## src/uplink_pkg.sv

```systemverilog
package uplink_pkg;

  //////////////////////
  // pixel format
  //////////////////////

  // rgb332, red in the top bits as the frame store holds it
  typedef struct packed {
    logic [2:0] red;
    logic [2:0] green;
    logic [1:0] blue;
  } pixel_t;

  // byte order on the wire per pixel
  // green goes first, then blue, then red
  typedef enum logic [1:0] {
    PHASE_GREEN = 2'd0,
    PHASE_BLUE  = 2'd1,
    PHASE_RED   = 2'd2
  } color_phase_t;

  //////////////////////
  // control states
  //////////////////////

  // idle: frame open for writes
  // send: pixels being read and split
  // drain: last bytes still leaving the line
  typedef enum logic [1:0] {
    ST_IDLE  = 2'd0,
    ST_SEND  = 2'd1,
    ST_DRAIN = 2'd2
  } uplink_state_t;

  //////////////////////
  // default sizes
  //////////////////////

  // 640 x 400 frame
  localparam int DEFAULT_NUM_PIXELS = 256000;

  // clocks per serial bit
  localparam int DEFAULT_CLKS_PER_BIT = 352;

  // 18 bits for the default frame
  localparam int ADDR_W = $clog2(DEFAULT_NUM_PIXELS);

endpackage

```

## src/pixel_counter.sv

```systemverilog
`timescale 1ns/1ps

module pixel_counter #(
  parameter int NUM_PIXELS = uplink_pkg::DEFAULT_NUM_PIXELS
) (
  input  logic                          clk,
  input  logic                          uart_reset,
  input  logic                          send_active,
  input  logic                          pix_req,
  output logic                          rd_en,
  output logic [$clog2(NUM_PIXELS)-1:0] rd_addr,
  output logic                          frame_done,
  output logic [uplink_pkg::ADDR_W:0]   pixels_sent
);
  import uplink_pkg::*;

  localparam int AW = $clog2(NUM_PIXELS);
  // one extra bit so the count can reach NUM_PIXELS
  localparam int CW = AW + 1;
  localparam logic [CW-1:0] FRAME_COUNT = CW'(NUM_PIXELS);

  logic [CW-1:0] count;
  logic          active_q;
  logic          running;
  logic          exhausted;

  //////////////////////
  // read issue
  //////////////////////

  // first send cycle only clears the count
  // stale count from the last frame must not issue or finish
  assign running   = send_active & active_q;
  assign exhausted = (count == FRAME_COUNT);

  // one read per request until the frame runs out
  assign rd_en   = running & pix_req & ~exhausted;
  assign rd_addr = count[AW-1:0];

  // high from the cycle after the last read
  assign frame_done = running & exhausted;

  // progress value, holds after the frame ends
  assign pixels_sent = (ADDR_W + 1)'(count);

  //////////////////////
  // counter
  //////////////////////

  always_ff @(posedge clk) begin
    if (uart_reset) begin
      active_q <= 1'b0;
      count    <= '0;
    end else begin
      active_q <= send_active;
      // rising edge of send starts a new frame
      if (send_active && !active_q) begin
        count <= '0;
      end else if (rd_en) begin
        count <= count + 1'b1;
      end
    end
  end

endmodule

```

## config.mk

```make
export PLATFORM = sky130hd
export DESIGN_NAME = pixel_counter
export DESIGN_NICKNAME = d
export VERILOG_FILES = /design/src/uplink_pkg.sv /design/src/pixel_counter.sv
export SDC_FILE = /design/constraint.sdc
export NUM_CORES = 1
export LEC_CHECK = 0
export BUFFER_PORTS_ARGS = -buffer_cell sky130_fd_sc_hd__buf_4
export CAP_MARGIN = 25
export CORE_MARGIN = 10
export CORE_UTILIZATION = 45
export DETAILED_ROUTE_END_ITERATION = 12
export PLACE_DENSITY_LB_ADDON = 0.08
export SLEW_MARGIN = 20
export SYNTH_ARGS = -nofsm -noshare
export SYNTH_HDL_FRONTEND = slang
export SYNTH_SLANG_ARGS = --single-unit
```

## constraint.sdc

```tcl
create_clock -name clk -period 2.6 [get_ports clk]
set_input_delay 0 -clock clk [delete_from_list [all_inputs] [get_ports clk]]
set_output_delay 0 -clock clk [all_outputs]
set_load 0.005 [all_outputs]
```

# ---- After elaboration in Yosys (flattened, before gate mapping)
# Index checks and enable logic that the tools add are counted.
dict set report totals {
  ramBits 0
  latchBits 0
  mem_count 0
  reg_bits 20
  output_inout_bits 39
  in_bits 4
  rom_bits 0
}
dict set report classes {
  n_lt_le_gt_ge 0
  bitwise_logic 5
  mux 0
  reduce_logical 3
  n_eq_ne 1
  multipliers 0
  n_addsub 1
  div_mod_pow 0
  n_shift 0
}
# operator count
set op_table {}
lappend op_table {{$add 19x1->19 const B} 1}
lappend op_table {{$eq 19x18->1 const B} 1}
lappend op_table {{$and 1x1->1} 4}
lappend op_table {{$reduce_or 2->1} 1}
lappend op_table {{$logic_and 1x1->1} 1}
lappend op_table {{$logic_not 1->1} 1}
lappend op_table {{$not 1->1} 1}

# ---- Depth between registers and ports, before layout
dict set report logic_depth {
  depth_word 3
  ltp_mapped 7
  depth_no_buf 7
}

# ---- Worst setup path after synthesis
# No wires, ideal clock.
dict set report synth_path {
  path_type {register to register}
  from {register count[0] (netlist: pixels_sent[0])}
  to {register count[8] (netlist: pixels_sent[8])}
  setup_slack_ns 0.773
  path_stages_with_launch 8
  n_path_buf 0
  period_less_slack_ns 1.827
  setup_time_ns 0.070
  t_arrival_ns 1.757
  path_cell_list {dfxtp_1 > inv_1 > ha_1 > nand4b_1 > or3_4 > o21ai_4 > or4_2 > a21oi_1}
}
dict set report synth_between {
  elab_chain_len 3
  word_cells_on_any_way 4
  cone_classes {add/sub (1); eq/ne (1); bitwise (2)}
}
# item line_no
set synth_lines {}
lappend synth_lines {{start, declared} pixel_counter.sv:22} ;# logic [CW-1:0] count;
lappend synth_lines {{start signal, assigned} pixel_counter.sv:60} ;# count <= count + 1'b1;
lappend synth_lines {{parallel branches: the longest is 3 deep, another holds $add 19x1->19} -}
# Several ways; the timed one is not identified.
# A chain may end at the register's enable or synchronous reset.

# ---- Final worst setup path
dict set report layout_path {
  from {register count[2] (netlist: pixels_sent[2])}
  to {output rd_en}
}
dict set report layout_between {
  elab_chain_len 3
}
# item line_no
set layout_lines {}
lappend layout_lines {{$eq 19x18->1} pixel_counter.sv:34} ;# assign exhausted = (count == FRAME_COUNT);
lappend layout_lines {{$not 1->1} pixel_counter.sv:37} ;# assign rd_en = running & pix_req & ~exhausted;
lappend layout_lines {{$and 1x1->1} pixel_counter.sv:37}
lappend layout_lines {{end, declared} pixel_counter.sv:10} ;# output logic rd_en,
# No other way between the ends.

==> results.tsv <==
metric	value	unit
CTS tree	built	
R2R setup slack	0.59	ns
detailed-route vias per instance	5.27	
global route overflow	0	
critical path capture point type	primary output	
Clock Skew	0.00451	ns
gpl congestion	0.822	
mux contribution to synthesized area	0	%
leakage	0.592	nW
RSZ-0062 raised after global routing	no	
Synth area leaders	dfxtp_1 36%, buf_4 12%, xor2_1 7.9%	
CTS Root Cell	clkbuf_4	
# nets final	168	
post-synthesis sequential area ratio	36.2	%
initial DRC count	51	
Synth area leader	dfxtp_1	
design area	1360	µm²
pin count of the biggest net entering global routing	19	
post-CTS setup buffers	0	
R2R Path End	pixels_sent[17]	
hold path startpoint	send_active	
Core Box Area	2280	µm²
Rel. slew slack	61.7	%
H-tree depth	1	
xor and xnor area share after synthesis	11.1	%
fin util	59.6	%
FILL cells	225	
Post-Route Setup TNS	0	ns
CP Class	register to primary output	
post-synthesis compound-gate area fraction	7.57	%
power density over cell area	350	nW/µm²
overall routing resource usage	10.5	%
Reg clk slew, reported paths	0.11	ns
via count	991	
largest family of logic cells by synthesized area	simple AND/OR/NAND/NOR gates	
Die Ht	69.6	µm
Detailed Route WL	2710	µm
worst-path cell chain	or4_1, or3_4, o21ai_4, inv_1, buf_4	
final HPWL from detailed placement	2080	µm
share of the synthesized area in the top cell type	36.2	%
Synth Area in Adders	2.26	%
area occupied by multi-input gates	546	µm²
row count	17	
initial antenna violation count	0	
ANT nets after route	0	
Worst Hold End	pixels_sent[1]	
Final Max Tran Viols	0	
Reg-to-Reg Start	pixels_sent[6]	
WHS	0.0867	ns
slowest CP cell	or4_1	
crit-path max cell delay	0.56	ns
Avg Inst Size Synth	8.33	µm²
Synth async-reset ratio	0	%
dpl cell area	1320	µm²
DIE WIDTH	69.6	µm
r2r worst-path depth	5	
Setup WS pre-CTS	0.616	ns
fmax	478	MHz
Remaining DRCs	0	
post-DR wirelength/cell	14.4	µm
clock buffer depth	2	
Initial Util	48.7	%
Synth Warn #	0	
final setup vio count	0	
first-pass GRT wire length	4430	µm
die area	4840	µm²
synthesized cell area	1110	µm²
net count after synthesis	139	
final hold vios	0	
TritonCTS Buffers	3	
clock sink total	20	
Synth Area in Simple Gates	28.4	%
CP arrival	2.09	ns
nature of the critical path startpoint	register	
final period utilization	80.4	%
max-cap viol count	0	
Post-Synthesis Cells	133	
Worst Path Required	2.60	ns
Diodes inserted	0	
Clock Latency Late Sink	0.29	ns
Area Overhead vs Synth	22.6	%
status	finished, final reports clean	
top post-synthesis cells by count	20 x dfxtp_1, 18 x buf_4, 17 x nor2_1	
port bufs	42	
first-pass iteration count of the detailed router	4	
ratio of cells with drive above 1 in the final layout	31.9	%
Netlist cell types	28	
most frequent cell after synthesis	dfxtp_1	
IO Count	43	
CP max FO	10	
Post-synth EDFFs	0	
HP Class	input pin to register	
Seq. cell area	400	µm²
Synth Register Bits	20	
final worst-path setup slack	0.508	ns
number of global-route vias before repair	947	
fin crit period	2.09	ns
Max VDD drop	0.215	mV
worst slew pin tran	0.575	ns
Synth Flop Type	dfxtp_1	
Hold Path Cell Cnt	4	
==> per-stage QoR <==
step,total power [mW],cells
6_report,0.476,188
5_1_grt,0.498,188
4_1_cts,0.482,188
3_5_place_dp,0.335,183
3_3_place_gp,0.335,183
2_1_floorplan,0.327,133
==> cell families (layout without fill, tap and decap cells) <==
group,after synthesis,count (layout)
and+or+nand+nor,60,60
buffers and inverters,25,52
xor gates and xnor gates,14,14
AOI/OAI and AO/OA,12,12
DFF,20,20
adders and majority gates,2,2
==> flip-flops by register name, summed over array words and instances, names as in the netlist <==
name,count
active_q,1
pixels_sent,19
==> power by group <==
group / internal [mW] / leakage [nW] / switching, mW / total (mW)
Clock: 0.0538 / 0.0138 / 0.0911 / 0.145
Combinational: 0.00920 / 0.417 / 0.0129 / 0.0221
Sequential: 0.307 / 0.161 / 0.00113 / 0.309
==> timing repair <==
| item | in CTS | in global routing |
|---|---|---|
| hold endpoints to repair | 1 | 0 |
| resized for setup | 0 | 0 |
| hold buffers | 2 | 0 |
==> worst max path at each step <==
| stage | start | to | slack (ns) | depth (start not counted) |
|---|---|---|---|---|
| after CTS | pixels_sent[2] | rd_en | 0.49 | 5 |
| after detailed placement | pixels_sent[0] | pixels_sent[8] | 0.62 | 7 |
| after global placement | pixels_sent[0] | pixels_sent[8] | 0.64 | 7 |
| after floorplan | pixels_sent[0] | pixels_sent[8] | 0.77 | 7 |
| after global routing | pixels_sent[2] | rd_en | 0.38 | 5 |
| final | pixels_sent[2] | rd_en | 0.51 | 5 |
==> metal layers <==
| layer | up-vias | share of wire (%) | track usage (%) |
|---|---|---|---|
| li1 | 494 | - | - |
| met1 | 462 | 43 | 12.4 |
| met2 | 33 | 48 | 16.5 |
| met3 | 2 | 8.6 | 4.28 |
| met4 | 0 | 0.37 | 3.77 |
| met5 | - | 0 | 0 |
==> layout make-up <==
class,count,share of cell area [%]
multi-input combinational,88,40.2
timing repair buffer,44,24.7
tap,28,2.58
clock buffer,3,1.66
inverter,5,1.38
sequential,20,29.5
==> critical path, delay by kind of cell, from the launching register on <==
kind / cells / cell delay, ns
and+or+nand+nor: 2 / 0.92
AOI/OAI and AO/OA: 1 / 0.28
buffers and inverters: 2 / 0.21
DFF: 1 / 0.40
==> cell usage in the layout (no fill, tap or decap), types with 2 or more instances in the layout <==
| cell type | synthesis | routed |
|---|---|---|
| inv_1 | 5 | 5 |
| nand3_1 | 10 | 10 |
| clkbuf_4 | 0 | 3 |
| xnor2_1 | 4 | 4 |
| nor4_1 | 4 | 4 |
| nor2_1 | 17 | 17 |
| or4_1 | 2 | 2 |
| and3_1 | 3 | 3 |
| dlygate4sd3_1 | 0 | 2 |
| o211ai_1 | 2 | 2 |
| a21oi_1 | 4 | 4 |
| xor2_1 | 10 | 10 |
| or4_2 | 2 | 2 |
| nand2_1 | 10 | 10 |
| dfxtp_1 | 20 | 20 |
| o21ai_0 | 2 | 2 |
| ha_1 | 2 | 2 |
| nor3_1 | 3 | 3 |
| buf_4 | 18 | 42 |
| o31ai_1 | 2 | 2 |
| nand4_1 | 3 | 3 |
(Power assumes the default switching activity.)
