--- src/uplink_pkg.sv ---
package uplink_pkg;

  //////////////////////
  // pixel format
  //////////////////////

  // rgb332, red in the top bits as the frame store holds it
  typedef struct packed {
    logic [2:0] red;
    logic [2:0] green;
    logic [1:0] blue;
  } pixel_t;

  // byte order on the wire per pixel
  // green goes first, then blue, then red
  typedef enum logic [1:0] {
    PHASE_GREEN = 2'd0,
    PHASE_BLUE  = 2'd1,
    PHASE_RED   = 2'd2
  } color_phase_t;

  //////////////////////
  // control states
  //////////////////////

  // idle: frame open for writes
  // send: pixels being read and split
  // drain: last bytes still leaving the line
  typedef enum logic [1:0] {
    ST_IDLE  = 2'd0,
    ST_SEND  = 2'd1,
    ST_DRAIN = 2'd2
  } uplink_state_t;

  //////////////////////
  // default sizes
  //////////////////////

  // 640 x 400 frame
  localparam int DEFAULT_NUM_PIXELS = 256000;

  // clocks per serial bit
  localparam int DEFAULT_CLKS_PER_BIT = 352;

  // 18 bits for the default frame
  localparam int ADDR_W = $clog2(DEFAULT_NUM_PIXELS);

endpackage

--- src/frame_reader.sv ---
`timescale 1ns/1ps

module frame_reader (
  input  logic               clk,
  input  logic               uart_reset,
  input  uplink_pkg::pixel_t rd_data,
  input  logic               rd_data_valid,
  input  logic               byte_ready,
  output logic               pix_req,
  output logic               byte_valid,
  output logic [7:0]         byte_data,
  output logic               reader_empty
);
  import uplink_pkg::*;

  pixel_t       pix;
  color_phase_t phase;
  logic         full;
  logic         accept;
  logic         last_byte;

  //////////////////////
  // handshakes
  //////////////////////

  assign byte_valid = full;
  assign accept     = byte_valid & byte_ready;
  assign last_byte  = (phase == PHASE_RED);

  // ask for the next pixel when the holder is free
  // or its red byte goes out this cycle
  // a returning read counts as occupied
  assign pix_req = ~rd_data_valid & (~full | (last_byte & accept));

  // nothing held and nothing on the way
  assign reader_empty = ~full & ~rd_data_valid;

  //////////////////////
  // byte split
  //////////////////////

  // color field in the top bits, zeros below
  always_comb begin
    case (phase)
      PHASE_GREEN: byte_data = {pix.green, 5'b0};
      PHASE_BLUE:  byte_data = {pix.blue, 6'b0};
      PHASE_RED:   byte_data = {pix.red, 5'b0};
      default:     byte_data = 8'h00;
    endcase
  end

  //////////////////////
  // holder
  //////////////////////

  // pixel payload
  always_ff @(posedge clk) begin
    if (rd_data_valid) begin
      pix <= rd_data;
    end
  end

  // occupancy and phase
  always_ff @(posedge clk) begin
    if (uart_reset) begin
      full  <= 1'b0;
      phase <= PHASE_GREEN;
    end else if (rd_data_valid) begin
      // fresh pixel, start over at green
      full  <= 1'b1;
      phase <= PHASE_GREEN;
    end else if (accept) begin
      case (phase)
        PHASE_GREEN: phase <= PHASE_BLUE;
        PHASE_BLUE:  phase <= PHASE_RED;
        default: begin
          // red sent, holder free again
          phase <= PHASE_GREEN;
          full  <= 1'b0;
        end
      endcase
    end
  end

endmodule

--- config.mk ---
export PLATFORM = sky130hd
export DESIGN_NAME = frame_reader
export DESIGN_NICKNAME = d
export VERILOG_FILES = /design/src/uplink_pkg.sv /design/src/frame_reader.sv
export SDC_FILE = /design/constraint.sdc
export NUM_CORES = 1
export LEC_CHECK = 0
export ABC_AREA = 1
export BUFFER_PORTS_ARGS = -buffer_cell sky130_fd_sc_hd__buf_2
export CAP_MARGIN = 20
export CORE_AREA = 10 10 47 49
export CTS_BUF_LIST = sky130_fd_sc_hd__clkbuf_4
export DETAILED_ROUTE_END_ITERATION = 6
export DIE_AREA = 0 0 57 59
export GPL_TIMING_DRIVEN = 0
export PLACE_DENSITY = 0.74
export SLEW_MARGIN = 40
export SYNTH_ARGS = -nofsm -noshare
export SYNTH_HDL_FRONTEND = slang
export SYNTH_SLANG_ARGS = --single-unit
--- constraint.sdc ---
create_clock -name clk -period 1 [get_ports clk]
set_input_delay 0.1 -clock clk [delete_from_list [all_inputs] [get_ports clk]]
set_output_delay 0.1 -clock clk [all_outputs]
set_load 0.02 [all_outputs]
# Yosys cells after proc, flatten, opt, wreduce, memory -nomap -nowiden
# Cells that the tools add are included.
[word_totals] ff_bits=11 out_inout_bits=11 wordCells=25 inputBits=12
[classes] n_reduce_logical=5 bitwise_logic=7 mux=5 eq_ne=3
[ops] operator="case mux 8 bit (3 select lines)" count=1
[ops] operator="AND 1 bit" count=4
[ops] operator="case mux 2 bit (2 select lines)" count=1
[ops] operator="OR reduction 2 bit" count=2
[ops] operator="2-to-1 mux 1 bit" count=3
[ops] operator="== test 2 x 1 -> 1 bit, second input constant" count=1
[ops] operator="== test 2 bit, second input constant" count=1
[ops] operator="logical NOT 2 bit" count=1
[ops] operator="inequality test 2 x 1 -> 1 bit, second input constant" count=1
[ops] operator="NOT 1 bit" count=2
[ops] operator="AND reduction 2 bit" count=1
[ops] operator="nonzero test 2 bit" count=1
[ops] operator="bitwise OR 1 bit" count=1

# Logic depth before layout (Yosys ltp)
[logic_depth] word_depth=5 depth_mapped=5 ltp_nobuf=5

# Least setup slack after synthesis
# Ideal clock, no wire load.
[synth_path] kind="reg2out" startpoint="register full, in the netlist byte_valid" endpoint="output port pix_req" t_arrival_ns=1.037 n_path_buf=0 path_stages_with_launch=3 slack_ns=-0.137 t_required_ns=0.900 path_cell_list="dfxtp_1 > nor2_1 > o21bai_1"
[synth_between] elab_chain_len=4 word_cells_on_any_way=5 cone_classes="5 x bitwise"
[synth_rtl] element="start, declared" line_no="frame_reader.sv:18" text="logic full;"
[synth_rtl] element="start signal, assigned" line_no="frame_reader.sv:66" text="full <= 1'b0;"
[synth_rtl] element="start signal, assigned" line_no="frame_reader.sv:70" text="full <= 1'b1;"
[synth_rtl] element="start signal, assigned" line_no="frame_reader.sv:79" text="full <= 1'b0;"
[synth_rtl] element="AND 1 bit" line_no="frame_reader.sv:27" text="assign accept = byte_valid & byte_ready;"
[synth_rtl] element="AND 1 bit" line_no="frame_reader.sv:33" text="assign pix_req = ~rd_data_valid & (~full | (last_byte & accept));"
[synth_rtl] element="bitwise OR 1 bit (*)" line_no="frame_reader.sv:33"
[synth_rtl] element="AND 1 bit (*)" line_no="frame_reader.sv:33"
[synth_rtl] element="end, declared" line_no="frame_reader.sv:9" text="output logic pix_req,"
# Every way passes the cells marked *; elsewhere a longest branch is shown, timed or not.

# Final worst setup path
[layout_path] startpoint="register phase[1]" endpoint="output port pix_req"
[layout_between] elab_chain_len=4
[layout_rtl] element="start, declared" line_no="frame_reader.sv:17" text="color_phase_t phase;"
[layout_rtl] element="start signal, assigned" line_no="frame_reader.sv:67" text="phase <= PHASE_GREEN;"
[layout_rtl] element="start signal, assigned" line_no="frame_reader.sv:71" text="phase <= PHASE_GREEN;"
[layout_rtl] element="start signal, assigned" line_no="frame_reader.sv:74" text="PHASE_GREEN: phase <= PHASE_BLUE;"
[layout_rtl] element="== test 2 bit" line_no="frame_reader.sv:28" text="assign last_byte = (phase == PHASE_RED);"
[layout_rtl] element="AND 1 bit" line_no="frame_reader.sv:33"
[layout_rtl] element="bitwise OR 1 bit" line_no="frame_reader.sv:33"
[layout_rtl] element="AND 1 bit" line_no="frame_reader.sv:33"
# No other way between the ends.

==> results.md <==
- Post-layout minimum cycle time: roughly 1200 ps
- Max Slew Vio Count: 0
- Root Buffer: clkbuf_4
- Crit path DAT: approximately 1100 ps
- Peak supply drop: ~0.84 mV
- Vias/cell: 4.18
- Clock Tree Buf Depth: 2
- Max FO, Critical Path: 4
- Max-cap violations: 0
- H-tree depth: 1
- P_leak: 0.351 nW
- Synth top area cells: edfxtp_1 (49%), dfxtp_1 (12%), nand2_1 (10%), buf_4 (7.7%), nor2_1 (5.4%)
- Ports: 23
- Post-synthesis cell area: about 500 um2
- Status: complete, but fails checks
- RR Endpoint: byte_valid$_SDFFE_PP0P_
- Hpwl dp: roughly 820 um
- Pwr Density: about 1400 nW/um2
- Routed vias: 393
- Final WS setup: -169 ps
- Die ar.: between 3000 and 4000 um2
- Clock Skew: around 0.032 ps
- Antenna viol nets, final: 0
- Worst Hold Launch: rd_data[3]
- # DRC: 0
- Antenna diodes: 0
- Setup slack on the worst flop-to-flop path: approximately 170 ps
- Final nets: 91
- Mean Syn Cell Area: 9.52 um2
- Tcrit/Tclk final: 117%
- Setup WS pre-CTS: 27.3 ps
- Placer congestion estimate: ~0.74
- First-pass GRT wire length: around 1500 um
- Vias in the first global route: 381
- Antenna violations before repair: 0
- Setup_tns: -600 ps
- PnR Total Power: 1.04 mW
- Per-cell routed wire length: 10.9 um
- RSZ-0062 raised after global routing: true
- GR Util All Layers: about 5.7%
- Layout cell share with drive strength beyond 1: between 50% and 60%
- Initial drt markers: 4
- Pin count of the biggest net entering global routing: 12
- Clk slew on worst S/H paths: 60 ps
- Sequential area share after synthesis: 61.9%
- Core Region: 1400 um2
- Row cnt: 14
- CTS sink count: 11
- Worst Hold Depth: 1
- Post-synth top area share: between 40% and 50%
- Reg-to-reg startpoint: phase[1]$_SDFFE_PP0P_
- First-pass iteration count of the detailed router: 4
- Worst Hold End: pix[3]$_DFFE_PP_
- Count of final hold-check violations: 0
- Critical Path RT: roughly 900 ps
- Yosys warning total: 0
- Dpl cells: about 90
- Leading area contributor after synthesis: edfxtp_1
- PortBufs: 17
- Die extent in x: about 57 um
- Fmax: between 800 and 900 MHz
- Final-report setup violation count: 4
- Final std cells w/o fill: 94
- Violated checks: setup timing
- Clock latency on the worst-skew pair: about 260 ps
- TritonCTS Buffers: 3
- Post-Synthesis Cells: just over 50
- Grt total ovfl: 0
- Initial Util: roughly 35%
- Synth unique cells: 13
- TritonCTS clock tree: done
- Endpoint class of the critical path: output port
- Overall die height: between 50 and 60 um
- Most frequent cells in the layout: nand2_1 (12), buf_2 (12), edfxtp_1 (8), buf_4 (7)
- Reg2Reg Depth: 3
- Total wire length: approximately 1000 um
- Critical path type: flop to output port
- Synth-to-layout area growth: 48.7%
- #FFs+latches synth: 11
- Critical Path Source Type: flop
- Hold Crit Class: input port to flop
synth_stat cells:
cell type / n
nand3_1: 5
conb_1: 1
inv_1: 2
nand2_1: 13
nand2_2: 1
and2_1: 1
inv_2: 3
o21bai_1: 1
a21oi_1: 1
buf_4: 5
dfxtp_1: 3
edfxtp_1: 8
nor2_1: 7
cell type report:
cell class | count | area (um2)
Buffer | 5 | 37.5
Clock buffer | 4 | 30.0
Fill cell | 134 | 679
Inverter | 5 | 18.8
Multi-Input combinational cell | 34 | 176
Sequential cell | 11 | 309
Tap cell | 16 | 20.0
Timing Repair Buffer | 19 | 130
cells by family after synthesis:
kind of cell	synth area share (%)
AOI/OAI and AO/OA	2.58
DFF	61.9
other	0.772
buffers and inverters	11.6
and+or+nand+nor	23.2
worst max-delay path by stage:
stage / start / endpoint / slack, ps / cells past startpoint
after floorplan: byte_valid$_SDFFE_PP0P_ / pix_req / 50 / 2
after global placement: phase[0]$_SDFFE_PP0P_ / byte_data[7] / 30 / 6
after detailed placement: phase[0]$_SDFFE_PP0P_ / byte_data[6] / 30 / 6
after CTS: phase[1]$_SDFFE_PP0P_ / byte_data[6] / -170 / 4
after global routing: phase[0]$_SDFFE_PP0P_ / byte_data[7] / -200 / 6
final: phase[1]$_SDFFE_PP0P_ / pix_req / -170 / 3
what timing repair did:
action | in CTS | in global routing
hold buffers | 0 | 1
pin swaps | 2 | 1
gates cloned | 0 | 0
setup endpoints to repair | 4 | 5
resized for setup | 12 | 8
hold endpoints to repair | 0 | 1
setup buffers | 0 | 1
critical path, cell delays in order, from the launching register on:
cell      delay [ps]
dfxtp_4          380
nand3_2           70
o21bai_1         170
buf_4            180
metal layers:
metal  global-route usage, %  part of all wire (%)  up-vias
li1                        -                     -      209
met1                    4.04                    38      171
met2                    10.9                    53       11
met3                    2.58                   8.2        2
met4                    5.03                   1.2        0
met5                       0                     0        -
state kept, by name, summed over array words and instances, names as in the netlist:
signal,flops
byte_valid,1
phase,2
pix,8
report_power, final:
group          internal (mW)  switching [mW]
Combinational         0.0883           0.103
Sequential             0.520          0.0155
Clock                  0.181           0.130
Total                  0.790           0.249
through the flow:
stage               instance area (um2)  util, %  hold WS, ps
floorplan                           508        -          199
global placement                    613     43.8          276
detailed placement                  613     43.8          278
CTS                                 677     48.3         4.58
global route                        722     51.5         4.19
finish                              722     51.5         12.9
No activity file was read; power rests on OpenSTA's default activity.
