**src/uplink_pkg.sv**
```systemverilog
package uplink_pkg;

  //////////////////////
  // pixel format
  //////////////////////

  // rgb332, red in the top bits as the frame store holds it
  typedef struct packed {
    logic [2:0] red;
    logic [2:0] green;
    logic [1:0] blue;
  } pixel_t;

  // byte order on the wire per pixel
  // green goes first, then blue, then red
  typedef enum logic [1:0] {
    PHASE_GREEN = 2'd0,
    PHASE_BLUE  = 2'd1,
    PHASE_RED   = 2'd2
  } color_phase_t;

  //////////////////////
  // control states
  //////////////////////

  // idle: frame open for writes
  // send: pixels being read and split
  // drain: last bytes still leaving the line
  typedef enum logic [1:0] {
    ST_IDLE  = 2'd0,
    ST_SEND  = 2'd1,
    ST_DRAIN = 2'd2
  } uplink_state_t;

  //////////////////////
  // default sizes
  //////////////////////

  // 640 x 400 frame
  localparam int DEFAULT_NUM_PIXELS = 256000;

  // clocks per serial bit
  localparam int DEFAULT_CLKS_PER_BIT = 352;

  // 18 bits for the default frame
  localparam int ADDR_W = $clog2(DEFAULT_NUM_PIXELS);

endpackage

```
**src/uplink_fsm.sv**
```systemverilog
`timescale 1ns/1ps

module uplink_fsm (
  input  logic clk,
  input  logic uart_reset,
  input  logic send_start,
  input  logic frame_done,
  input  logic reader_empty,
  input  logic tx_idle,
  output logic send_active,
  output logic wr_allowed,
  output logic busy
);
  import uplink_pkg::*;

  uplink_state_t state;
  uplink_state_t state_next;

  //////////////////////
  // next state
  //////////////////////

  always_comb begin
    state_next = state;
    case (state)
      ST_IDLE: begin
        // start pulses outside idle are dropped
        if (send_start) begin
          state_next = ST_SEND;
        end
      end
      ST_SEND: begin
        // every address read
        if (frame_done) begin
          state_next = ST_DRAIN;
        end
      end
      ST_DRAIN: begin
        // last pixel split and its red byte off the line
        if (reader_empty && tx_idle) begin
          state_next = ST_IDLE;
        end
      end
      default: begin
        state_next = ST_IDLE;
      end
    endcase
  end

  //////////////////////
  // state register
  //////////////////////

  always_ff @(posedge clk) begin
    if (uart_reset) begin
      state <= ST_IDLE;
    end else begin
      state <= state_next;
    end
  end

  //////////////////////
  // outputs
  //////////////////////

  // reads run only in send
  assign send_active = (state == ST_SEND);

  // frame store takes writes only when nothing is going out
  assign wr_allowed = (state == ST_IDLE);

  // covers the serial tail through drain
  assign busy = (state != ST_IDLE);

endmodule

```
**config.mk**
```make
export PLATFORM = sky130hd
export DESIGN_NAME = uplink_fsm
export DESIGN_NICKNAME = d
export VERILOG_FILES = /design/src/uplink_pkg.sv /design/src/uplink_fsm.sv
export SDC_FILE = /design/constraint.sdc
export NUM_CORES = 1
export LEC_CHECK = 0
export BUFFER_PORTS_ARGS = -buffer_cell sky130_fd_sc_hd__buf_2
export CAP_MARGIN = 30
export CORE_AREA = 4 4 41 43
export CTS_CLUSTER_SIZE = 30
export DETAILED_ROUTE_END_ITERATION = 10
export DIE_AREA = 0 0 45 47
export GPL_TIMING_DRIVEN = 0
export PLACE_DENSITY = 0.37
export SYNTH_ARGS = -nofsm -noshare
export SYNTH_HDL_FRONTEND = slang
export SYNTH_SLANG_ARGS = --single-unit
```
**constraint.sdc**
```tcl
create_clock -name clk -period 0.95 [get_ports clk]
set_input_delay 0 -clock clk [delete_from_list [all_inputs] [get_ports clk]]
set_output_delay 0 -clock clk [all_outputs]
set_load 0.01 [all_outputs]
```
# After elaboration in Yosys (flattened, before gate mapping)
# Cells that the tools add are included.
# totals
regBits,2
inputBits,6
out_inout_bits,3
# op_classes
n_eq_ne,5
muxes,4
n_reduce_logical,4
# ops
cell,n
2-bit 2-to-1 mux,3
2-bit != test (second input constant),3
2-bit case mux with 3 select lines,1
3-bit AND reduction,1
2-bit by 1-bit equality test with 1-bit output (second input constant),1
2-bit equality test (second input constant),1
2-bit logical NOT,1
2-bit nonzero test,1
1-bit logical AND,1

# Logic depth before layout (Yosys ltp)
# Gate-level depths: netlist of run 1.
# depth
word_depth,3
ltp_mapped,3
ltp_nobuf,3

# Worst setup path before layout of run 1
# No wires, ideal clock.
# synth_timing
path_type,reg2reg
from,reg state[0]
to,reg state[1]
t_arrival_ps,700
required_time_ps,884
setup_slack_ps,184
path_stages_with_launch,4
n_path_buf,0
synth_period_minus_slack_ps,766
cell_sequence,dfxtp_1 > nor2b_4 > nand2_2 > a21oi_2
# synth_via
elab_chain_len,3
word_cells_on_any_way,8
classes_between,eq/ne: 5; mux: 1; reduce/logical: 2
# synth_lines
element,line,rtl
from (decl),uplink_fsm.sv:16,uplink_state_t state;
from (signal assigned),uplink_fsm.sv:58,state <= state_next;
2-bit by 1-bit equality test with 1-bit output (*),-,
named net send_active,uplink_fsm.sv:10,"output logic send_active,"
2-bit != test (no line),-,
3-bit AND reduction (no line),-,
# The timed path passes the listed nets; every way through them passes the cells marked *.
# A chain may end at the register's enable or synchronous reset.

# Final worst setup path of run 1
# layout_timing
from,reg state[1]
to,out wr_allowed
# layout_via
elab_chain_len,1
# layout_lines
element,line,rtl
2-bit logical NOT,uplink_fsm.sv:70,assign wr_allowed = (state == ST_IDLE);
to (decl),uplink_fsm.sv:11,"output logic wr_allowed,"
# No other way between the ends.

==> reports/results.tsv, run 1 <==
metric	value	unit
vdd_drop_max	0.424	mV
synth_commonest_cells	dfxtp_1 (2), inv_1 (2)	
nFillCells	153	
slowest_stage	dfxtp_4	
slew_headroom	0.920	
cp.buffers_inverters	2	
synth_xor_area_frac	0	
synthCells	12	
clock-sinks	2	
endpoint	wr_allowed	
portBuffers	8	
status	complete, no violations	
cts_buffer_depth	2	
ys.warnings.count	0	
pin_count	9	
reg2reg_from	state[1]$_SDFFE_PP0P_	
grt_pass1_wl	483	um
coreArea	1300	um^2
slowest_delay	320	ps
clk_latency	220	ps
holdWs	29.6	ps
grt.overflow.total	0	
largest_register	state	
ys_async_sr_fraction	0	
worstPathArrival	950	ps
vias	120	
cp.depth	3	
yosysSeqAreaShare	0.368	
worstHoldPathType	in2reg	
grt_max_degree	5	
drive_gt1_frac	0.654	
setup_viol	0	
maxSlewViolCount	0	
dp_slack	166	ps
nNetsFinal	34	
grt_usage	0.0410	
synth_edf_count	0	
yosys.area_share.simple	0.391	
synth_top_area_frac	0.368	
fin_util	0.173	
largest_reg_flops	2	
synth_nets	18	
fin_crit	948	ps
n_antenna_cell	0	
rows	13	
max_cap_violations	0	
yosysTopAreaCell	dfxtp_1	
hold_viol_final	0	
wl	349	um
crit_required	950	ps
die_w	45	um
worst-r2r-cell-count	4	
cts_tree	done	
r2r-end	state[1]$_SDFFE_PP0P_	
fmax	1060	MHz
p_per_area	1570	nW/um^2
cts-root-buf	clkbuf_4	
synth_cell_types	10	
fin_cells	41	
synth_mux_area_frac	0.0920	
numCtsBuffers	3	
syn_area_per_cell	9.07	um^2
initial_utilization	0.0837	
post_drt_wl_per_cell	8.51	um
finalWorstSetupSlack	2.34	ps
r2r_slack	100	ps
worstPathCellList	or2_1, inv_1, buf_2	
post-route-period-util	0.998	
synthToLayoutAreaGrowth	107	%
post-dp-hpwl	226	um
dieArea	2120	um^2
dpl-instance-area	168	um^2
cp-end-kind	output port	
drt_iter0_drc	0	
crit_fanout	2	
antenna_left	0	
path_clk_slew	30	ps
synth_compound_area_frac	0.0805	
grt_pass1_vias	123	
synth_area_leaders	dfxtp_1 (37%), nor2b_4 (13%), mux2i_1 (9.2%), a21oi_2 (8.0%), inv_1 (6.9%)	
drtPass1Iterations	1	
syn_area	109	um^2
finalWeightedCongestion	0.529	
ys_seq_elements	2	
rsz0062_at_grt	true	
reg_top3	state (2)	
worstMarginPinSlew	117	ps
finClkSkew	2.95	ps
startpoint_type	register	
synth_ff_type	dfxtp_1	
synth_top_family_by_area	simple AND/OR/NAND/NOR gates	
vias_per_cell	2.93	
crit_start	state[1]$_SDFFE_PP0P_	
place_inst	35	
hp-start	frame_done	
die_h	47	um
htreeDepth	1	
p_leak	0.109	nW
antenna_found_initial	0	
synth_adder_area_share	0	
drc_errors	0	
design_area	225	um^2
path_class	reg2out	
path_delay_family	flip-flops	
-- layout make-up --
cell class              count  area, um^2  share of cell area
clock buffers               3        22.5               0.100
well taps                  15        18.8              0.0833
inverters                   2        7.51              0.0333
flip-flops and latches      2        43.8               0.194
repair buffers             11        71.3               0.317
multi-input cells           8        61.3               0.272
-- worst min path at each step --
stage / to / slack (ps) / cells past startpoint
after global routing: state[1]$_SDFFE_PP0P_ / 30 / 3
after CTS: state[1]$_SDFFE_PP0P_ / 20 / 3
final: state[1]$_SDFFE_PP0P_ / 30 / 3
after global placement: state[1]$_SDFFE_PP0P_ / 190 / 2
after floorplan: state[1]$_SDFFE_PP0P_ / 60 / 1
after detailed placement: state[1]$_SDFFE_PP0P_ / 190 / 2
-- power by group --
group | switching [mW] | total [mW] | internal (mW) | leakage, nW
sequential | 0.00437 | 0.0933 | 0.0889 | 0.0172
combinational | 0.0304 | 0.0726 | 0.0422 | 0.0779
clock | 0.0481 | 0.187 | 0.139 | 0.0138
-- worst reg2reg max path: stages, from the launching register on --
cell and delay (ps):
dfxtp_4 320, buf_4 140, buf_4 130, nand3b_1 90, a21oi_2 60
-- repair_timing --
item,CTS,global route
buffers inserted,2,0
pin swaps,1,0
setup endpoints to repair,2,3
gates resized for setup,2,1
hold endpoints to repair,2,0
hold buffers,1,0
-- layer usage --
| layer | share of wire | routed length [um] | up-vias | track usage |
|---|---|---|---|---|
| li1 | - | - | 66 | - |
| met1 | 0.39 | 135 | 47 | 0.0293 |
| met2 | 0.45 | 158 | 7 | 0.0508 |
| met3 | 0.16 | 55 | 0 | 0.0345 |
| met4 | 0 | 0 | 0 | 0.0702 |
| met5 | 0 | 0 | - | 0 |
-- per-stage QoR --
stage	setup TNS, ps	power [mW]
2_1_floorplan	0	0.128
3_3_place_gp	0	0.154
3_5_place_dp	0	0.155
4_1_cts	-17.1	0.363
5_1_grt	-75.2	0.389
6_report	0	0.353
-- cells by family after synthesis --
group,Yosys count
buffers and inverters,2
flip-flops,2
AND/OR/NAND/NOR,6
AO/OA/AOI/OAI,1
multiplexers,1
-- cell usage in the layout (no fill, tap or decap), types with 2 or more instances in the layout --
cell type,instances
inv_1,2
buf_4,2
buf_2,7
clkbuf_4,3
Note: power is estimated with default switching activity, not from simulation.
==> run 2: changes to the inputs <==
Settings changed: PLACE_DENSITY 0.37 to 0.38.
==> run 2 against run 1 <==
Effect of this change: clock power up 4%; wire length up 2.0%; register-to-register slack better by 20 ps; combinational power up 20%; worst hold slack worse by 1.3 ps; non-clock buffer count unchanged; critical path type unchanged; critical endpoint is now busy; largest cell class unchanged; largest power group unchanged.
==> reports/results.tsv, run 2 (same netlist as run 1, synthesis figures left out) <==
metric	value	unit	change
combPwrFrac	0.232		+0.026
drive_gt1_frac	0.769		+0.115
post-dp-hpwl	228	um	+0.66%
crit_fanout	4		+2
maxSlewViolCount	0		unchanged
p_int	0.284	mW	+4.9%
worstMarginPinSlew	115	ps	-2.21 ps
p_sw	0.0920	mW	+11%
dr_wl_met2	186	um	+18%
portBuffers	8		unchanged
startpoint_type	register		
max_cap_violations	0		unchanged
cts_buffer_depth	2		unchanged
clock-sinks	2		unchanged
p_per_area	1570	nW/um^2	+0.24%
worstHoldPathType	in2reg		
post-route-period-util	0.987		-0.0106
grt_pass1_wl	483	um	unchanged
rsz0062_at_grt	true		
drtPass1Iterations	1		unchanged
die_w	45	um	unchanged
dieArea	2120	um^2	unchanged
largest_register	state		
routed.top_layer	met3		
r2r-end	state[1]$_SDFFE_PP0P_		
finalWeightedCongestion	0.534		+0.91%
post_drt_wl_per_cell	8.68	um	+2.0%
cp-end-kind	output port		
final_cell_mix	buf_2 (6), clkbuf_4 (3), buf_6 (3)		
crit_required	950	ps	about the same
largest_reg_flops	2		unchanged
cts_tree	done		
n_antenna_cell	0		unchanged
fin_util	0.184		+0.0106
rows	13		unchanged
antenna_found_initial	0		unchanged
p_leak	0.112	nW	+3.3%
reg2reg_from	state[1]$_SDFFE_PP0P_		
clkPwrFrac	0.518		-0.012
seq_power_share	0.250		-0.014
hp-start	frame_done		
reg_top3	state (2)		
slew_headroom	0.921		+0.00151
grt.overflow.total	0		unchanged
drc_errors	0		unchanged
path_class	reg2out		
finalWorstSetupSlack	12.4	ps	+10.1 ps
nNetsFinal	34		unchanged
vias_per_cell	3.15		+7.5%
numCtsBuffers	3		unchanged
wl_met1	124	um	-8.1%
vias	129		+7.5%
path_clk_slew	30	ps	about the same
worstPathArrival	940	ps	about the same
setup_viol	0		unchanged
r2r_slack	120	ps	+20 ps
status	complete, no violations		
finClkSkew	4.45	ps	+1.50 ps
coreArea	1300	um^2	unchanged
pin_count	9		unchanged
fin_crit	938	ps	-10.1 ps
vdd_drop_max	0.474	mV	+12%
dp_slack	175	ps	+9.09 ps
fmax	1070	MHz	+1.1%
min_to	state[1]$_SDFFE_PP0P_		
worst-r2r-cell-count	4		unchanged
grt_pass1_vias	118		-4.1%
hold_viol_final	0		unchanged
min_path_cells	3		unchanged
clk_latency	230	ps	about the same
grt_usage	0.0402		-0.000788
switching_share	0.245		+0.0103
met3_length	45	um	-18%
initial_utilization	0.0837		unchanged
synthToLayoutAreaGrowth	120	%	
die_h	47	um	unchanged
holdWs	28.4	ps	-1.29 ps
final_common_cell	buf_2		
wl	356	um	+2.0%
htreeDepth	1		unchanged
cts-root-buf	clkbuf_4		
drt_iter0_drc	0		unchanged
nFillCells	156		+2.0%
grt_max_degree	5		unchanged
antenna_left	0		unchanged
run 2: cell counts in the layout (fill, tap and decap cells not counted):
Identical to the previous run, type by type.
run 2: how the worst max path moves through the flow:
stage	startpoint	endpoint	cells after the start	slack [ps]
after floorplan	state[0]$_SDFFE_PP0P_	state[1]$_SDFFE_PP0P_	3	180
after global placement	state[0]$_SDFFE_PP0P_	state[1]$_SDFFE_PP0P_	3	180
after detailed placement	state[0]$_SDFFE_PP0P_	state[1]$_SDFFE_PP0P_	3	180
after CTS	state[1]$_SDFFE_PP0P_	wr_allowed	3	-20
after global routing	state[0]$_SDFFE_PP0P_	wr_allowed	3	-20
final	state[0]$_SDFFE_PP0P_	busy	2	10
run 2: worst max-delay path: stages (launching register included):
cell	delay, ps
dfxtp_2	320
or2_4	250
buf_2	140
run 2: per-stage QoR:
stage | setup TNS (ps) | area (um^2) | std cells | power, mW
2_1_floorplan | 0 | 109 | 12 | 0.128
4_1_cts | -28.9 | 211 | 40 | 0.363
3_3_place_gp | 0 | 168 | 35 | 0.154
3_5_place_dp | 0 | 168 | 35 | 0.155
5_1_grt | -41.0 | 239 | 41 | 0.397
6_report | 0 | 239 | 41 | 0.376
run 2: power by group through the flow:
| stage | Sequential, mW | Clock (mW) | Combinational (mW) |
|---|---|---|---|
| floorplan | 0.0964 | 0 | 0.0312 |
| global placement | 0.0978 | 0 | 0.0563 |
| detailed placement | 0.0978 | 0 | 0.0570 |
| CTS | 0.0930 | 0.204 | 0.0658 |
| global route | 0.0945 | 0.207 | 0.0949 |
| finish | 0.0941 | 0.195 | 0.0871 |
run 2: layer usage:
layer / vias to the layer above / track usage
li1: 67 / -
met4: 0 / 0.0877
met1: 55 / 0.0339
met5: - / 0
met3: 0 / 0.0153
met2: 7 / 0.0480
run 2: final cells by class:
class                      instances  area, um^2  area share
clock buffer                       3        22.5      0.0942
inverter                           2        7.51      0.0314
multi-input combinational          8        63.8       0.267
sequential                         2        45.0       0.188
tap                               15        18.8      0.0785
timing repair buffer              11        81.3       0.340
run 2: timing repair:
item                       in CTS  in global routing
resized for setup               2                  6
setup buffers                   1                  1
pin swaps                       1                  1
hold buffers                    1                  0
cloned                          0                  0
hold endpoints to repair        2                  0
setup endpoints to repair       2                  3
==> run 3: changes to the inputs <==
Clock period 0.95 ns to 0.9 ns, I/O delays scaled along.
==> run 3 against run 2 <==
Effect of this change: the flow now finishes with violations (setup timing); flip-flop and latch count unchanged; sequential share of layout area is the same; count of clock-buffer cells in the layout is the same; via count stayed put; wire length unchanged; final cell count is the same; final area unchanged; global-route usage did not move; combinational power grew 5.5%; largest cell class unchanged.
==> reports/results.tsv, run 3 (same netlist as run 1, synthesis figures left out) <==
metric	value	unit	change
path_class	reg2out		
largest_register	state		
rows	13		unchanged
holdWs	28.4	ps	unchanged
cts_tree	done		
worstPathArrival	940	ps	about the same
p_leak	0.112	nW	unchanged
drt_iter0_drc	0		unchanged
post_drt_wl_per_cell	8.68	um	unchanged
slowest_delay	320	ps	about the same
startpoint_type	register		
antenna_left	0		unchanged
drtPass1Iterations	1		unchanged
crit_fanout	4		unchanged
crit_required	900	ps	-50 ps
endpoint	busy		
drc_errors	0		unchanged
synthToLayoutAreaGrowth	120	%	unchanged
p_per_area	1660	nW/um^2	+5.6%
setup_viol	3		+3
dieArea	2120	um^2	unchanged
antenna_found_initial	0		unchanged
cts-root-buf	clkbuf_4		
vdd_drop_max	0.500	mV	+5.6%
post-route-period-util	1.04		
slowest_stage	dfxtp_2		
met3_usage	0.0153		unchanged
top_usage_layer	met4		
vias	129		unchanged
grt.met1_usage	0.0339		unchanged
vias_per_cell	3.15		unchanged
path_delay_family	flip-flops		
fmax	1070	MHz	
finalWorstSetupSlack	-37.6	ps	-50.0 ps
grt_pass1_wl	483	um	unchanged
fin_util	0.184		unchanged
clk_latency	230	ps	about the same
r2r_slack	70	ps	-50 ps
final_cell_mix	buf_2 (6), clkbuf_4 (3), buf_6 (3)		
status	finished, violations left		
worst-r2r-cell-count	4		unchanged
crit_start	state[0]$_SDFFE_PP0P_		
die_w	45	um	unchanged
htreeDepth	1		unchanged
grt_use_met2	0.0480		unchanged
rsz0062_at_grt	true		
die_h	47	um	unchanged
fin_crit	938	ps	
initial_utilization	0.0837		unchanged
nNetsFinal	34		unchanged
grt.overflow.total	0		unchanged
drive_gt1_frac	0.769		unchanged
post-dp-hpwl	228	um	unchanged
portBuffers	8		unchanged
fin_tns_setup	-76.1	ps	-76.1 ps
slew_headroom	0.921		unchanged
finClkSkew	4.45	ps	unchanged
violations	setup timing		
worstPathCellList	or2_4, buf_2		
grt_pass1_vias	116		-1.7%
r2r-end	state[1]$_SDFFE_PP0P_		
reg2reg_from	state[1]$_SDFFE_PP0P_		
hold_viol_final	0		unchanged
fin_cells	41		unchanged
grt_usage	0.0402		unchanged
final_common_cell	buf_2		
n_antenna_cell	0		unchanged
cp.depth	2		unchanged
max_cap_violations	0		unchanged
numCtsBuffers	3		unchanged
wl	356	um	unchanged
finalWeightedCongestion	0.534		unchanged
pin_count	9		unchanged
grt_max_degree	5		unchanged
worstMarginPinSlew	115	ps	unchanged
maxSlewViolCount	0		unchanged
place_inst	35		unchanged
largest_reg_flops	2		unchanged
cts_buffer_depth	2		unchanged
reg_top3	state (2)		
worstHoldPathType	in2reg		
path_clk_slew	30	ps	about the same
coreArea	1300	um^2	unchanged
clock-sinks	2		unchanged
cp.buffers_inverters	1		unchanged
cp-end-kind	output port		
dp_slack	125	ps	-50.0 ps
==> run 3: cell counts in the layout (fill, tap and decap cells not counted) <==
Identical to the previous run, type by type.
==> run 3: final cells by class <==
cell class                      instances  area (um^2)
Fill cell                             156         1060
Timing Repair Buffer                   11         81.3
Multi-Input combinational cell          8         63.8
Sequential cell                         2         45.0
Clock buffer                            3         22.5
Tap cell                               15         18.8
Inverter                                2         7.51
==> run 3: timing repair <==
item                                    in CTS  in global routing
endpoints found under the hold margin        2                  0
endpoints found under the setup margin       3                  3
gates cloned                                 0                  0
hold buffers                                 1                  0
resized for setup                            3                  5
setup buffers                                1                  1
pin swaps                                    1                  1
==> run 3: per-stage QoR <==
step           total power, mW  instance area (um^2)
2_1_floorplan            0.135                   109
3_3_place_gp             0.163                   168
3_5_place_dp             0.163                   168
4_1_cts                  0.388                   218
5_1_grt                  0.419                   239
6_report                 0.397                   239
==> run 3: how the worst min path moves through the flow <==
stage | startpoint | endpoint | cells after the start
2_1_floorplan | uart_reset | state[1]$_SDFFE_PP0P_ | 1
3_3_place_gp | uart_reset | state[1]$_SDFFE_PP0P_ | 2
3_5_place_dp | uart_reset | state[1]$_SDFFE_PP0P_ | 2
4_1_cts | frame_done | state[1]$_SDFFE_PP0P_ | 3
5_1_grt | frame_done | state[1]$_SDFFE_PP0P_ | 3
6_report | frame_done | state[1]$_SDFFE_PP0P_ | 3
==> run 3: power by group <==
part	internal (mW)	switching, mW
sequential	0.0946	0.00476
clock	0.148	0.0576
combinational	0.0572	0.0347
total	0.300	0.0971
==> run 3: routing by layer <==
layer | wire length (um) | share of wire
met5 | 0 | 0
met4 | 0 | 0
met3 | 45 | 0.13
met2 | 186 | 0.52
met1 | 124 | 0.35
==> run 3: tightest hold or removal path, delay by kind of cell <==
family | cells | cell delay [ps]
buf+inv | 1 | 110
simple gates | 1 | 50
compound gates | 1 | 50
